## config.mk

```make
export PLATFORM = sky130hd
export DESIGN_NAME = wb_pri_arbiter_flat
export DESIGN_NICKNAME = d
export VERILOG_FILES = /design/src/logic/wb_soc_pkg.sv /design/src/logic/wb_bus_if.sv /design/src/logic/wb_pri_arbiter.sv /design/src/flat_wrapper.sv
export VERILOG_INCLUDE_DIRS = /design/src /design/src/include
export SDC_FILE = /design/constraint.sdc
export NUM_CORES = 1
export LEC_CHECK = 0
export ABC_AREA = 1
export BUFFER_PORTS_ARGS = -buffer_cell sky130_fd_sc_hd__buf_4
export CORE_AREA = 4 4 120 122
export CTS_CLUSTER_SIZE = 25
export DETAILED_ROUTE_END_ITERATION = 8
export DIE_AREA = 0 0 124 126
export PLACE_DENSITY_LB_ADDON = 0.08
export REMOVE_ABC_BUFFERS = 1
export SLEW_MARGIN = 20
export SYNTH_ARGS = -nofsm -noshare
export SYNTH_HDL_FRONTEND = slang
export SYNTH_SLANG_ARGS = --single-unit
```

## constraint.sdc

```tcl
create_clock -name i_clk -period 0.9 [get_ports i_clk]
set_input_delay 0.045 -clock i_clk [delete_from_list [all_inputs] [get_ports i_clk]]
set_output_delay 0.045 -clock i_clk [all_outputs]
set_load 0.02 [all_outputs]
```

## src/include/wb_soc_cfg.svh

```systemverilog
`ifndef WB_SOC_CFG_SVH
`define WB_SOC_CFG_SVH

// bus geometry, addresses are word addresses
`define WB_ADDR_W 30
`define WB_DATA_W 32
`define WB_SEL_W 4

// scratch ram, 1024 words
`define RAM_AW 10
`define RAM_BASE 30'h0000000

// system register block spans 16 words
`define SYS_BASE 30'h0400000
`define SYS_AW 4

// single word for the switch/led port
`define SWLED_ADDR 30'h0400010

// identification word at sysreg 0
`define SYS_ID_WORD 32'h20191028

`endif

```

## src/logic/wb_soc_pkg.sv

```systemverilog
package wb_soc_pkg;

    `include "wb_soc_cfg.svh"

    // word address, data word and byte lane selects
    typedef logic [`WB_ADDR_W-1:0] wb_addr_t;
    typedef logic [`WB_DATA_W-1:0] wb_data_t;
    typedef logic [`WB_SEL_W-1:0] wb_sel_t;

    // decoder target, SEL_NONE means unmapped
    typedef enum logic [1:0] {
        SEL_NONE,
        SEL_RAM,
        SEL_SYS,
        SEL_SWLED
    } slave_e;

endpackage : wb_soc_pkg

```

## src/logic/wb_bus_if.sv

```systemverilog
`timescale 1ns/1ns

interface wb_bus_if;
    import wb_soc_pkg::*;

    // request, master to slave
    logic     cyc;
    logic     stb;
    logic     we;
    wb_addr_t addr;
    wb_data_t wdata;
    wb_sel_t  sel;

    // response, slave to master
    logic     stall;
    logic     ack;
    logic     err;
    wb_data_t rdata;

    modport master (
        output cyc, stb, we, addr, wdata, sel,
        input  stall, ack, err, rdata
    );

    modport slave (
        input  cyc, stb, we, addr, wdata, sel,
        output stall, ack, err, rdata
    );

    modport monitor (
        input cyc, stb, we, addr, wdata, sel, stall, ack, err, rdata
    );

endinterface : wb_bus_if

```

## src/logic/wb_pri_arbiter.sv

```systemverilog
`timescale 1ns/1ns

module wb_pri_arbiter (
    input logic     i_clk,
    input logic     i_reset,
    wb_bus_if.slave  a,
    wb_bus_if.slave  b,
    wb_bus_if.master m
);

    // one when master a holds the merged bus
    logic owner_a;

    // ownership only moves between bus cycles, a wins ties
    always_ff @(posedge i_clk) begin
        if (i_reset) begin
            owner_a <= 1'b1;
        end else if (!m.cyc) begin
            owner_a <= a.cyc || !b.cyc;
        end
    end

    // request path is a plain mux on the owner
    assign m.cyc   = owner_a ? a.cyc   : b.cyc;
    assign m.stb   = owner_a ? a.stb   : b.stb;
    assign m.we    = owner_a ? a.we    : b.we;
    assign m.addr  = owner_a ? a.addr  : b.addr;
    assign m.wdata = owner_a ? a.wdata : b.wdata;
    assign m.sel   = owner_a ? a.sel   : b.sel;

    // non-owner is held off with stall
    assign a.stall = owner_a ? m.stall : 1'b1;
    assign b.stall = owner_a ? 1'b1 : m.stall;

    // responses go back to the owner only
    assign a.ack = owner_a && m.ack;
    assign a.err = owner_a && m.err;
    assign b.ack = !owner_a && m.ack;
    assign b.err = !owner_a && m.err;

    // read data is shared, qualified by ack
    assign a.rdata = m.rdata;
    assign b.rdata = m.rdata;

endmodule : wb_pri_arbiter

```

## src/flat_wrapper.sv

```systemverilog
// flat-port wrapper written by rule: the top's interface ports become plain ports
module wb_pri_arbiter_flat 
  (i_clk, i_reset, a_cyc, a_stb, a_we, a_addr, a_wdata, a_sel, a_stall, a_ack, a_err, a_rdata, b_cyc, b_stb, b_we, b_addr, b_wdata, b_sel, b_stall, b_ack, b_err, b_rdata, m_cyc, m_stb, m_we, m_addr, m_wdata, m_sel, m_stall, m_ack, m_err, m_rdata);
  wb_bus_if a_i ();
  wb_bus_if b_i ();
  wb_bus_if m_i ();
  input logic i_clk;
  input logic i_reset;
  input wire logic [$bits(a_i.cyc)-1:0] a_cyc;
  input wire logic [$bits(a_i.stb)-1:0] a_stb;
  input wire logic [$bits(a_i.we)-1:0] a_we;
  input wire logic [$bits(a_i.addr)-1:0] a_addr;
  input wire logic [$bits(a_i.wdata)-1:0] a_wdata;
  input wire logic [$bits(a_i.sel)-1:0] a_sel;
  output wire logic [$bits(a_i.stall)-1:0] a_stall;
  output wire logic [$bits(a_i.ack)-1:0] a_ack;
  output wire logic [$bits(a_i.err)-1:0] a_err;
  output wire logic [$bits(a_i.rdata)-1:0] a_rdata;
  input wire logic [$bits(b_i.cyc)-1:0] b_cyc;
  input wire logic [$bits(b_i.stb)-1:0] b_stb;
  input wire logic [$bits(b_i.we)-1:0] b_we;
  input wire logic [$bits(b_i.addr)-1:0] b_addr;
  input wire logic [$bits(b_i.wdata)-1:0] b_wdata;
  input wire logic [$bits(b_i.sel)-1:0] b_sel;
  output wire logic [$bits(b_i.stall)-1:0] b_stall;
  output wire logic [$bits(b_i.ack)-1:0] b_ack;
  output wire logic [$bits(b_i.err)-1:0] b_err;
  output wire logic [$bits(b_i.rdata)-1:0] b_rdata;
  output wire logic [$bits(m_i.cyc)-1:0] m_cyc;
  output wire logic [$bits(m_i.stb)-1:0] m_stb;
  output wire logic [$bits(m_i.we)-1:0] m_we;
  output wire logic [$bits(m_i.addr)-1:0] m_addr;
  output wire logic [$bits(m_i.wdata)-1:0] m_wdata;
  output wire logic [$bits(m_i.sel)-1:0] m_sel;
  input wire logic [$bits(m_i.stall)-1:0] m_stall;
  input wire logic [$bits(m_i.ack)-1:0] m_ack;
  input wire logic [$bits(m_i.err)-1:0] m_err;
  input wire logic [$bits(m_i.rdata)-1:0] m_rdata;
  assign a_i.cyc = a_cyc;
  assign a_i.stb = a_stb;
  assign a_i.we = a_we;
  assign a_i.addr = a_addr;
  assign a_i.wdata = a_wdata;
  assign a_i.sel = a_sel;
  assign a_stall = a_i.stall;
  assign a_ack = a_i.ack;
  assign a_err = a_i.err;
  assign a_rdata = a_i.rdata;
  assign b_i.cyc = b_cyc;
  assign b_i.stb = b_stb;
  assign b_i.we = b_we;
  assign b_i.addr = b_addr;
  assign b_i.wdata = b_wdata;
  assign b_i.sel = b_sel;
  assign b_stall = b_i.stall;
  assign b_ack = b_i.ack;
  assign b_err = b_i.err;
  assign b_rdata = b_i.rdata;
  assign m_cyc = m_i.cyc;
  assign m_stb = m_i.stb;
  assign m_we = m_i.we;
  assign m_addr = m_i.addr;
  assign m_wdata = m_i.wdata;
  assign m_sel = m_i.sel;
  assign m_i.stall = m_stall;
  assign m_i.ack = m_ack;
  assign m_i.err = m_err;
  assign m_i.rdata = m_rdata;
  wb_pri_arbiter u_core (.i_clk(i_clk), .i_reset(i_reset), .a(a_i), .b(b_i), .m(m_i));
endmodule
```

==> impl_results.md, run 1 <==
- Share of post-route cells with drive strength above 1: 53.1%
- Source-to-sink clock delay at the later pin of the worst-skew pair: 0 ns
- Initial DRC Count: 37
- Mapped Area: 1450 um^2
- Yosys warning total: 0
- Most common cell after layout, fill and taps aside: sky130_fd_sc_hd__buf_4
- Final design utilization: 22.3%
- Vias in the first global route: 2151
- Final hold violation count: 0
- Worst slew slack as a fraction of its limit: 89.1%
- Status: finished, violations left
- Largest register FFs: 1
- Leading cell types in the layout, fill and taps excluded: sky130_fd_sc_hd__buf_4 (212), sky130_fd_sc_hd__nand2_1 (205), sky130_fd_sc_hd__nand2_2 (6), sky130_fd_sc_hd__buf_6 (6)
- Routed met1 length: 3740 um
- Die area: 15600 um^2
- Number of cells on the worst hold path: 0
- Die Span X: 124 um
- Arrival time reported for the critical path endpoint: 0.94 ns
- Wirelength per Cell: 16.5 um
- Peak supply drop: 0.224 mV
- Sequential cell area fraction in the yosys report: 1.38%
- Fmax achieved: 1010 MHz
- Wire length on met3: 2270 um
- Required time reported for the critical path endpoint: 0.85 ns
- Simple-gate share of the synthesized area: 55.6%
- Synth Area in Compound Gates: 0%
- Share of synthesized cell area in full adder, half adder and majority cells: 0%
- Setup Slack @ Placement: -0.111 ns
- Slew at the pin closest to its max-slew limit: 0.163 ns
- Main combinational cell family by area after synthesis: simple AND/OR/NAND/NOR gates
- Clock period minus final worst setup slack: 0.987 ns
- Largest net degree at the start of global routing: 36
- Worst setup SP type: register
- Average cell area after synthesis: 4.81 um^2
- Number of distinct library cells after synthesis: 9
- Global-route wire length before repair: 13200 um
- Class of the worst hold path: in -> out
- Starting density of the core: 11.0%
- Maximum net fanout on the critical path: 16
- Cell Pwr Density: 606 nW/um^2
- Via count of the routed design: 2294
- Number of antenna violations at the first check in global routing: 0
- Cell count of the worst reg-to-reg path: 3
- Category of the worst setup path capture point: output pin
- Total design power: 1790 uW
- Height of the die: 126 um
- Violations in the final reports: negative setup slack
- Number of max-cap violations: 0
- Per-cell via count in the routed design: 3.68
- Number of cells produced by synthesis: 301
- Remaining number of nets flagged by the antenna check after routing: 0
- Fill cell instance count of the final layout: 1518
- Setup crit start: u_core.owner_a
- Final HPWL from detailed placement: 8260 um
- Startpoint of the worst hold path: m_rdata[2]
- Clock edge transition at the registers on the reported setup and hold paths: 0 ns
- IO Port Bufs: 217
- Final worst-path setup slack: -0.0873 ns
- Xor and xnor fraction of the mapped netlist area: 0%
- Pleak: 0.00180 uW
- # Post-CTS Setup Buffers: 0
- Net total in the final layout: 625
- Final hold slack: 0.0901 ns
- Global route total overflow: 0
- Number of buffers inserted for hold repair after clock tree synthesis: 0
- Synthesis-to-finish area growth: 104%
- Max-slew violation count: 0
- Wire length after detailed routing: 10300 um
- Top Metal Used: met5
- Final count of negative-setup-slack endpoints: 71
- Mux cell area share after synthesis: 0%
- Category of the critical setup timing path: reg -> out
- Period Utilization, post-route: 110%
- Met2 WL: 4180 um
- Largest registers ranked by flip-flop count: u_core.owner_a x1
- Placement Rows: 42
- Number of top-level pins: 314
- N_diodes: 0
- Post-synthesis register bit count: 1
- Worst flop-to-flop path startpoint: u_core.owner_a
- Unrepaired setup endpoints after global routing: true
- Detailed-routing iteration count for the pre-antenna-repair pass: 4
- DRC violation count after routing: 0
- Reg2reg setup slack: 0.09 ns
- Total Routing Usage GR: 11.1%
- Max Clock Skew: 0 ns
- Sum of negative setup slack: -4.38 ns
- Final weighted congestion in routability-driven placement: 0.705
- Top register by number of flip-flops: u_core.owner_a
- Floorplan Core Area: 13200 um^2
==> synth_stat cells <==
master / count / share of area [%]
sky130_fd_sc_hd__nand3_1: 1 / 0.35
sky130_fd_sc_hd__buf_4: 65 / 34
sky130_fd_sc_hd__dfxtp_1: 1 / 1.4
sky130_fd_sc_hd__buf_2: 8 / 2.8
sky130_fd_sc_hd__inv_1: 6 / 1.6
sky130_fd_sc_hd__inv_2: 1 / 0.26
sky130_fd_sc_hd__nor2_1: 2 / 0.52
sky130_fd_sc_hd__buf_6: 6 / 4.7
sky130_fd_sc_hd__nand2_1: 211 / 55
==> per-stage QoR <==
stage | instances | instance area, um^2
6_report | 624 | 2950
5_1_grt | 624 | 2950
4_1_cts | 622 | 2860
3_5_place_dp | 620 | 2790
3_3_place_gp | 620 | 2790
2_1_floorplan | 222 | 851
==> worst max-delay path: stages, from the launching register on <==
cell	delay, ns
sky130_fd_sc_hd__dfxtp_4	0.42
sky130_fd_sc_hd__inv_8	0.08
sky130_fd_sc_hd__buf_12	0.15
sky130_fd_sc_hd__nand2_1	0.06
sky130_fd_sc_hd__nand2_1	0.07
sky130_fd_sc_hd__buf_4	0.16
==> where the power goes <==
group | total, uW | switching [uW] | leakage, uW | internal (uW)
Combinational | 1730 | 814 | 0.00179 | 915
Clock | 0 | 0 | 0 | 0
Sequential | 55.3 | 9.03 | 0.00000829 | 46.3
Total | 1790 | 824 | 0.00180 | 962
==> final timing paths <==
kind,endpoint
max reg2reg,u_core.owner_a
min reg2reg,u_core.owner_a
max,m_sel[1]
min,a_rdata[2]
==> cell families (layout without fill, tap and decap cells) <==
logic type,after synthesis,count (layout)
buffers and inverters,86,233
flip-flops,1,1
AND/OR/NAND/NOR,214,214
==> metal layers <==
layer | up-vias | global-route usage [%]
met5 | - | 4.28
met4 | 2 | 0.387
met3 | 4 | 10.3
met2 | 216 | 16.2
met1 | 959 | 12.3
li1 | 1113 | -
==> final cells by class <==
class / count / area [um^2] / area share (%)
Sequential cell: 1 / 23.8 / 0.807
Multi-Input combinational cell: 214 / 825 / 28.0
Inverter: 7 / 33.8 / 1.15
Tap cell: 176 / 220 / 7.47
Timing Repair Buffer: 226 / 1840 / 62.6
==> timing repair <==
action                                  CTS  global route
endpoints found under the setup margin   72            74
resized for setup                         8            14
gates cloned                              2             2
Power figures use the tool's default switching activity.
==> run 2, diff against run 1 <==
Settings changed: CORE_AREA 4 4 120 122 to 4 4 118 120, DIE_AREA 0 0 124 126 to 0 0 122 124, SKIP_LAST_GASP set to 1.
Clock period 0.9 ns to 1.2 ns, I/O delays scaled along.
==> impl_results.md, run 2 (synthesized netlist as in run 1, its figures left out) <==
- Status: finished clean (was finished, violations left)
- Number of max-cap violations: 0 (unchanged)
- Number of top-level pins: 314 (unchanged)
- Largest register FFs: 1 (unchanged)
- Fmax achieved: 945 MHz
- Max-slew violation count: 0 (unchanged)
- Die Span X: 122 um (was 124 um)
- Net total in the final layout: 620 (was 625)
- Starting density of the core: 11.1% (was 11.0%)
- Final design utilization: 21.4% (was 22.3%)
- Floorplan Core Area: 13000 um^2 (was 13200 um^2)
- Met3 layer usage reported by global route: 10.3% (about the same)
- IO Port Bufs: 217 (unchanged)
- Unrepaired setup endpoints after global routing: false (was true)
- Share of post-route cells with drive strength above 1: 50.3% (was 53.1%)
- Total design power: 1270 uW (was 1790 uW)
- Number of buffers inserted for hold repair after clock tree synthesis: 0 (unchanged)
- Initial DRC Count: 45 (was 37)
- Maximum net fanout on the critical path: 42 (was 16)
- Cells along the critical path: inv_2, buf_12, nand2_1, nand2_1, buf_4 (was inv_8, buf_12, nand2_1, nand2_1, buf_4)
- Clock edge transition at the registers on the reported setup and hold paths: 0 ns (about the same)
- Setup crit start: u_core.owner_a (unchanged)
- Required time reported for the critical path endpoint: 1.14 ns (was 0.85 ns)
- Die area: 15100 um^2 (was 15600 um^2)
- N_diodes: 0 (unchanged)
- Period Utilization, post-route: 88.2%
- Wirelength per Cell: 15.7 um (was 16.5 um)
- Destination of the worst register-to-register timing path: u_core.owner_a (unchanged)
- Count of instances resized after the clock tree is built: 0 (was 8)
- Cell count of the worst reg-to-reg path: 3 (unchanged)
- Synthesis-to-finish area growth: 92.3% (was 104%)
- Met2 usage: 15.1% (was 16.2%)
- Most common cell type on the critical path: sky130_fd_sc_hd__nand2_1 (unchanged)
- Highest-utilization routing layer at the global route stage: met2 (unchanged)
- Capture endpoint of the worst hold path: a_rdata[1] (was a_rdata[2])
- Pleak: 0.00174 uW (was 0.00180 uW)
- Delay contributed by the slowest stage of the critical path: 0.33 ns (was 0.42 ns)
- Placement Rows: 42 (unchanged)
- Max Clock Skew: 0 ns (unchanged)
- Final hold slack: 0.120 ns (was 0.0901 ns)
- # Post-CTS Setup Buffers: 0 (unchanged)
- Critical-path cell with the highest stage delay: sky130_fd_sc_hd__dfxtp_2 (was sky130_fd_sc_hd__dfxtp_4)
- Category of the worst setup path capture point: output pin (unchanged)
- Final hold violation count: 0 (unchanged)
- Top register by number of flip-flops: u_core.owner_a (unchanged)
- Number of cells on the worst hold path: 0 (unchanged)
- DRC violation count after routing: 0 (unchanged)
- Final count of negative-setup-slack endpoints: 0 (was 71)
- Source-to-sink clock delay at the later pin of the worst-skew pair: 0 ns (about the same)
- Largest registers ranked by flip-flop count: u_core.owner_a x1 (unchanged)
- Height of the die: 124 um (was 126 um)
- Wire length after detailed routing: 9690 um (was 10300 um)
- Final weighted congestion in routability-driven placement: 0.747 (was 0.705)
- Slew at the pin closest to its max-slew limit: 0.205 ns (was 0.163 ns)
- Via count of the routed design: 2252 (was 2294)
- Kind of cell adding the most delay to the critical path: buffers and inverters (was flip-flops)
- Cell Pwr Density: 457 nW/um^2 (was 606 nW/um^2)
- Per-cell via count in the routed design: 3.64 (was 3.68)
- Critical path buffer and inverter count: 3 (unchanged)
- Global-route wire length before repair: 12500 um (was 13200 um)
- Largest net degree at the start of global routing: 43 (was 36)
- Worst setup SP type: register (unchanged)
- Met1 Use GR: 12.9% (was 12.3%)
- Worst flop-to-flop path startpoint: u_core.owner_a (unchanged)
- Arrival time reported for the critical path endpoint: 1.00 ns (was 0.94 ns)
- Remaining number of nets flagged by the antenna check after routing: 0 (unchanged)
- Worst slew slack as a fraction of its limit: 86.4% (was 89.1%)
- Startpoint of the worst hold path: m_rdata[1] (was m_rdata[2])
- Leading cell types in the layout, fill and taps excluded: sky130_fd_sc_hd__buf_4 (217), sky130_fd_sc_hd__nand2_1 (211), sky130_fd_sc_hd__inv_1 (6) (was sky130_fd_sc_hd__buf_4 (212), sky130_fd_sc_hd__nand2_1 (205), sky130_fd_sc_hd__nand2_2 (6), sky130_fd_sc_hd__buf_6 (6))
- Final HPWL from detailed placement: 8310 um (was 8260 um)
- Number of antenna violations at the first check in global routing: 0 (unchanged)
- Global route total overflow: 0 (unchanged)
- Most common cell after layout, fill and taps aside: sky130_fd_sc_hd__buf_4 (unchanged)
- Total Routing Usage GR: 11.0% (was 11.1%)
- Category of the critical setup timing path: reg -> out (unchanged)
- Peak supply drop: 0.162 mV (was 0.224 mV)
- Class of the worst hold path: in -> out (unchanged)
- Detailed-routing iteration count for the pre-antenna-repair pass: 4 (unchanged)
- Vias in the first global route: 2116 (was 2151)
- Clock period minus final worst setup slack: 1.06 ns
- Reg2reg setup slack: 0.37 ns (was 0.09 ns)
## run 2: changes by cell type in the layout (fill, tap and decap cells not counted), moves of 5 or more
cell / before / now
sky130_fd_sc_hd__buf_6: 6 / 0
sky130_fd_sc_hd__buf_4: 212 / 217
sky130_fd_sc_hd__nand2_2: 6 / 0
sky130_fd_sc_hd__nand2_1: 205 / 211
## run 2: cell type report
class	count	area (um^2)
fill	1509	10200
sequential	1	21.3
timing repair buffer	221	1710
tap	176	220
multi-input combinational	214	805
inverter	7	26.3
## run 2: power breakdown
part | internal [uW] | switching (uW)
clock | 0 | 0
sequential | 36.0 | 3.15
combinational | 641 | 590
## run 2: layer usage
layer	vias to the layer above	wire, um
li1	1102	-
met1	939	3660
met2	205	3800
met3	4	2160
met4	2	3
met5	-	56
## run 2: worst register-to-register path, stage by stage (launching register included)
cell	delay (ns)
sky130_fd_sc_hd__dfxtp_2	0.37
sky130_fd_sc_hd__buf_12	0.20
sky130_fd_sc_hd__nand2_1	0.10
sky130_fd_sc_hd__nand3_1	0.09
## run 2: metrics by stage
step / worst slack [ns] / std cells / setup TNS (ns) / instance area (um^2)
finish: 0.142 / 619 / 0 / 2780
global route: 0.0560 / 619 / 0 / 2780
CTS: 0.124 / 619 / 0 / 2780
detailed placement: 0.124 / 619 / 0 / 2780
global placement: 0.153 / 619 / 0 / 2780
floorplan: -1.45 / 222 / -101.41 / 851
## run 2: worst max path at each step
stage / to / slack, ns / cells after the start
after floorplan: b_stall / -1.45 / 2
after global placement: m_addr[20] / 0.15 / 5
after detailed placement: m_wdata[0] / 0.12 / 5
after CTS: m_wdata[0] / 0.12 / 5
after global routing: m_wdata[0] / 0.06 / 5
final: m_wdata[0] / 0.14 / 5
==> run 3, diff against run 2 <==
--- a/config.mk
+++ b/config.mk
@@ -10,6 +10,6 @@
 export BUFFER_PORTS_ARGS = -buffer_cell sky130_fd_sc_hd__buf_4
-export CORE_AREA = 4 4 118 120
+export CORE_AREA = 2 2 123 125
 export CTS_CLUSTER_SIZE = 25
 export DETAILED_ROUTE_END_ITERATION = 8
-export DIE_AREA = 0 0 122 124
+export DIE_AREA = 0 0 125 127
 export PLACE_DENSITY_LB_ADDON = 0.08
==> constraint.sdc (replaced) <==
create_clock -name i_clk -period 1.2 [get_ports i_clk]
set_input_delay 0 -clock i_clk [delete_from_list [all_inputs] [get_ports i_clk]]
set_output_delay 0 -clock i_clk [all_outputs]
set_load 0.02 [all_outputs]
==> impl_results.md, run 3 (synthesized netlist as in run 1, its figures left out) <==
- Most common cell after layout, fill and taps aside: sky130_fd_sc_hd__buf_4 (unchanged)
- Count of instances resized after the clock tree is built: 0 (unchanged)
- Sum of negative setup slack: 0 ns (unchanged)
- Cell Pwr Density: 453 nW/um^2 (was 457 nW/um^2)
- Starting density of the core: 10.0% (was 11.1%)
- Die area: 15900 um^2 (was 15100 um^2)
- Instance count after placement with tap cells included: 627 (was 619)
- Total design power: 1250 uW (was 1270 uW)
- Sw Ratio: 46.6% (was 46.7%)
- Unrepaired setup endpoints after global routing: false (unchanged)
- Clock period minus final worst setup slack: 1.05 ns (was 1.06 ns)
- Max Clock Skew: 0 ns (unchanged)
- Largest net degree at the start of global routing: 52 (was 43)
- Vias in the first global route: 2177 (was 2116)
- Worst slew slack as a fraction of its limit: 75.3% (was 86.4%)
- DRC violation count after routing: 0 (unchanged)
- Per-cell via count in the routed design: 3.55 (was 3.64)
- Final count of negative-setup-slack endpoints: 0 (unchanged)
- Slew at the pin closest to its max-slew limit: 0.370 ns (was 0.205 ns)
- Final hold violation count: 0 (unchanged)
- Number of max-cap violations: 0 (unchanged)
- Number of top-level pins: 314 (unchanged)
- Global-route wire length before repair: 12600 um (was 12500 um)
- Fmax achieved: 948 MHz (was 945 MHz)
- Non-Filler Instances: 627 (was 619)
- Remaining number of nets flagged by the antenna check after routing: 0 (unchanged)
- Final weighted congestion in routability-driven placement: 0.772 (was 0.747)
- # Post-CTS Setup Buffers: 0 (unchanged)
- Final hold slack: 0.0000665 ns (was 0.120 ns)
- Int Power: 668 uW (was 677 uW)
- Class of the worst hold path: in -> out (unchanged)
- Peak supply drop: 0.142 mV (was 0.162 mV)
- Global route total overflow: 0 (unchanged)
- Gate power share: 96.9% (about the same)
- Power share of the clock group: 0% (about the same)
- Pleak: 0.00173 uW (was 0.00174 uW)
- Sequential power share: 3.1% (about the same)
- Period Utilization, post-route: 87.9% (was 88.2%)
- Height of the die: 127 um (was 124 um)
- Wire length after detailed routing: 8910 um (was 9690 um)
- Number of antenna violations at the first check in global routing: 0 (unchanged)
- N_diodes: 0 (unchanged)
- Initial DRC Count: 57 (was 45)
- Floorplan Core Area: 14400 um^2 (was 13000 um^2)
- Net total in the final layout: 620 (unchanged)
- Total Routing Usage GR: 10.2% (was 11.0%)
- Number of buffers inserted for hold repair after clock tree synthesis: 0 (unchanged)
- Status: finished clean (unchanged)
- Source-to-sink clock delay at the later pin of the worst-skew pair: 0 ns (about the same)
- Max-slew violation count: 0 (unchanged)
- Wirelength per Cell: 14.2 um (was 15.7 um)
- Required time reported for the critical path endpoint: 1.20 ns (was 1.14 ns)
- Worst setup SP type: register (unchanged)
- Final HPWL from detailed placement: 7550 um (was 8310 um)
- Power spent charging and discharging nets: 584 uW (was 593 uW)
- Category of the critical setup timing path: reg -> out (unchanged)
- Detailed-routing iteration count for the pre-antenna-repair pass: 4 (unchanged)
- Placement Rows: 44 (was 42)
- Via count of the routed design: 2228 (was 2252)
- Top register by number of flip-flops: u_core.owner_a (unchanged)
- Share of post-route cells with drive strength above 1: 50.3% (unchanged)
- Largest register FFs: 1 (unchanged)
- IO Port Bufs: 217 (unchanged)
- Category of the worst setup path capture point: output pin (unchanged)
- Cell count of the worst reg-to-reg path: 3 (unchanged)
- Synthesis-to-finish area growth: 91.3% (was 92.3%)
- Maximum net fanout on the critical path: 35 (was 42)
- Die Span X: 125 um (was 122 um)
- Number of cells on the worst hold path: 0 (unchanged)
- Leading cell types in the layout, fill and taps excluded: sky130_fd_sc_hd__buf_4 (219), sky130_fd_sc_hd__nand2_1 (211), sky130_fd_sc_hd__inv_1 (6) (was sky130_fd_sc_hd__buf_4 (217), sky130_fd_sc_hd__nand2_1 (211), sky130_fd_sc_hd__inv_1 (6))
- Largest registers ranked by flip-flop count: u_core.owner_a x1 (unchanged)
- Clock edge transition at the registers on the reported setup and hold paths: 0 ns (about the same)
- Arrival time reported for the critical path endpoint: 1.05 ns (was 1.00 ns)
[run 3: changes by cell type in the layout (fill, tap and decap cells not counted)]
cell | before | now
sky130_fd_sc_hd__buf_4 | 217 | 219
sky130_fd_sc_hd__buf_12 | 4 | 2
[run 3: power by group through the flow]
stage	clock [uW]	combinational (uW)	sequential, uW
6_report	0	1210	38.2
5_1_grt	0	1330	38.5
4_1_cts	0	1240	38.3
3_5_place_dp	0	1230	38.3
3_3_place_gp	0	1240	38.1
2_1_floorplan	0	469	57.5
[run 3: critical path, cell delays in order (launching register included)]
cell,delay (ns)
sky130_fd_sc_hd__dfxtp_2,0.35
sky130_fd_sc_hd__buf_4,0.35
sky130_fd_sc_hd__nand2_1,0.12
sky130_fd_sc_hd__nand2_1,0.09
sky130_fd_sc_hd__buf_4,0.13
[run 3: path summary, 6_finish.rpt]
path                                startpoint              to  slack (ns)
worst max-delay path            u_core.owner_a      m_addr[21]        0.15
worst min register to register  u_core.owner_a  u_core.owner_a        0.73
worst max register to register  u_core.owner_a  u_core.owner_a        0.39
worst min-delay path               m_rdata[16]     b_rdata[16]     0.00007
[run 3: area by class of cell]
class                           instances  area (um^2)
Timing Repair Buffer                  221         1680
Fill cell                            1695        11700
Inverter                                7         26.3
Multi-Input combinational cell        214          805
Sequential cell                         1         21.3
Tap cell                              184          230
[run 3: through the flow]
step / setup WS (ns) / cell area (um^2) / utilization [%]
floorplan: -1.39 / 851 / -
global placement: 0.144 / 2770 / 19.2
CTS: 0.107 / 2770 / 19.2
finish: 0.145 / 2770 / 19.2
global route: 0.0163 / 2770 / 19.2
detailed placement: 0.108 / 2770 / 19.2
[run 3: per-layer routing]
| metal | wire length (um) | part of all wire (%) | vias up | GRT usage, % |
|---|---|---|---|---|
| li1 | - | - | 1102 | - |
| met1 | 3450 | 39 | 905 | 12.0 |
| met2 | 3450 | 39 | 215 | 13.9 |
| met3 | 1950 | 22 | 4 | 9.30 |
| met4 | 28 | 0.31 | 2 | 0.261 |
| met5 | 38 | 0.43 | - | 4.33 |
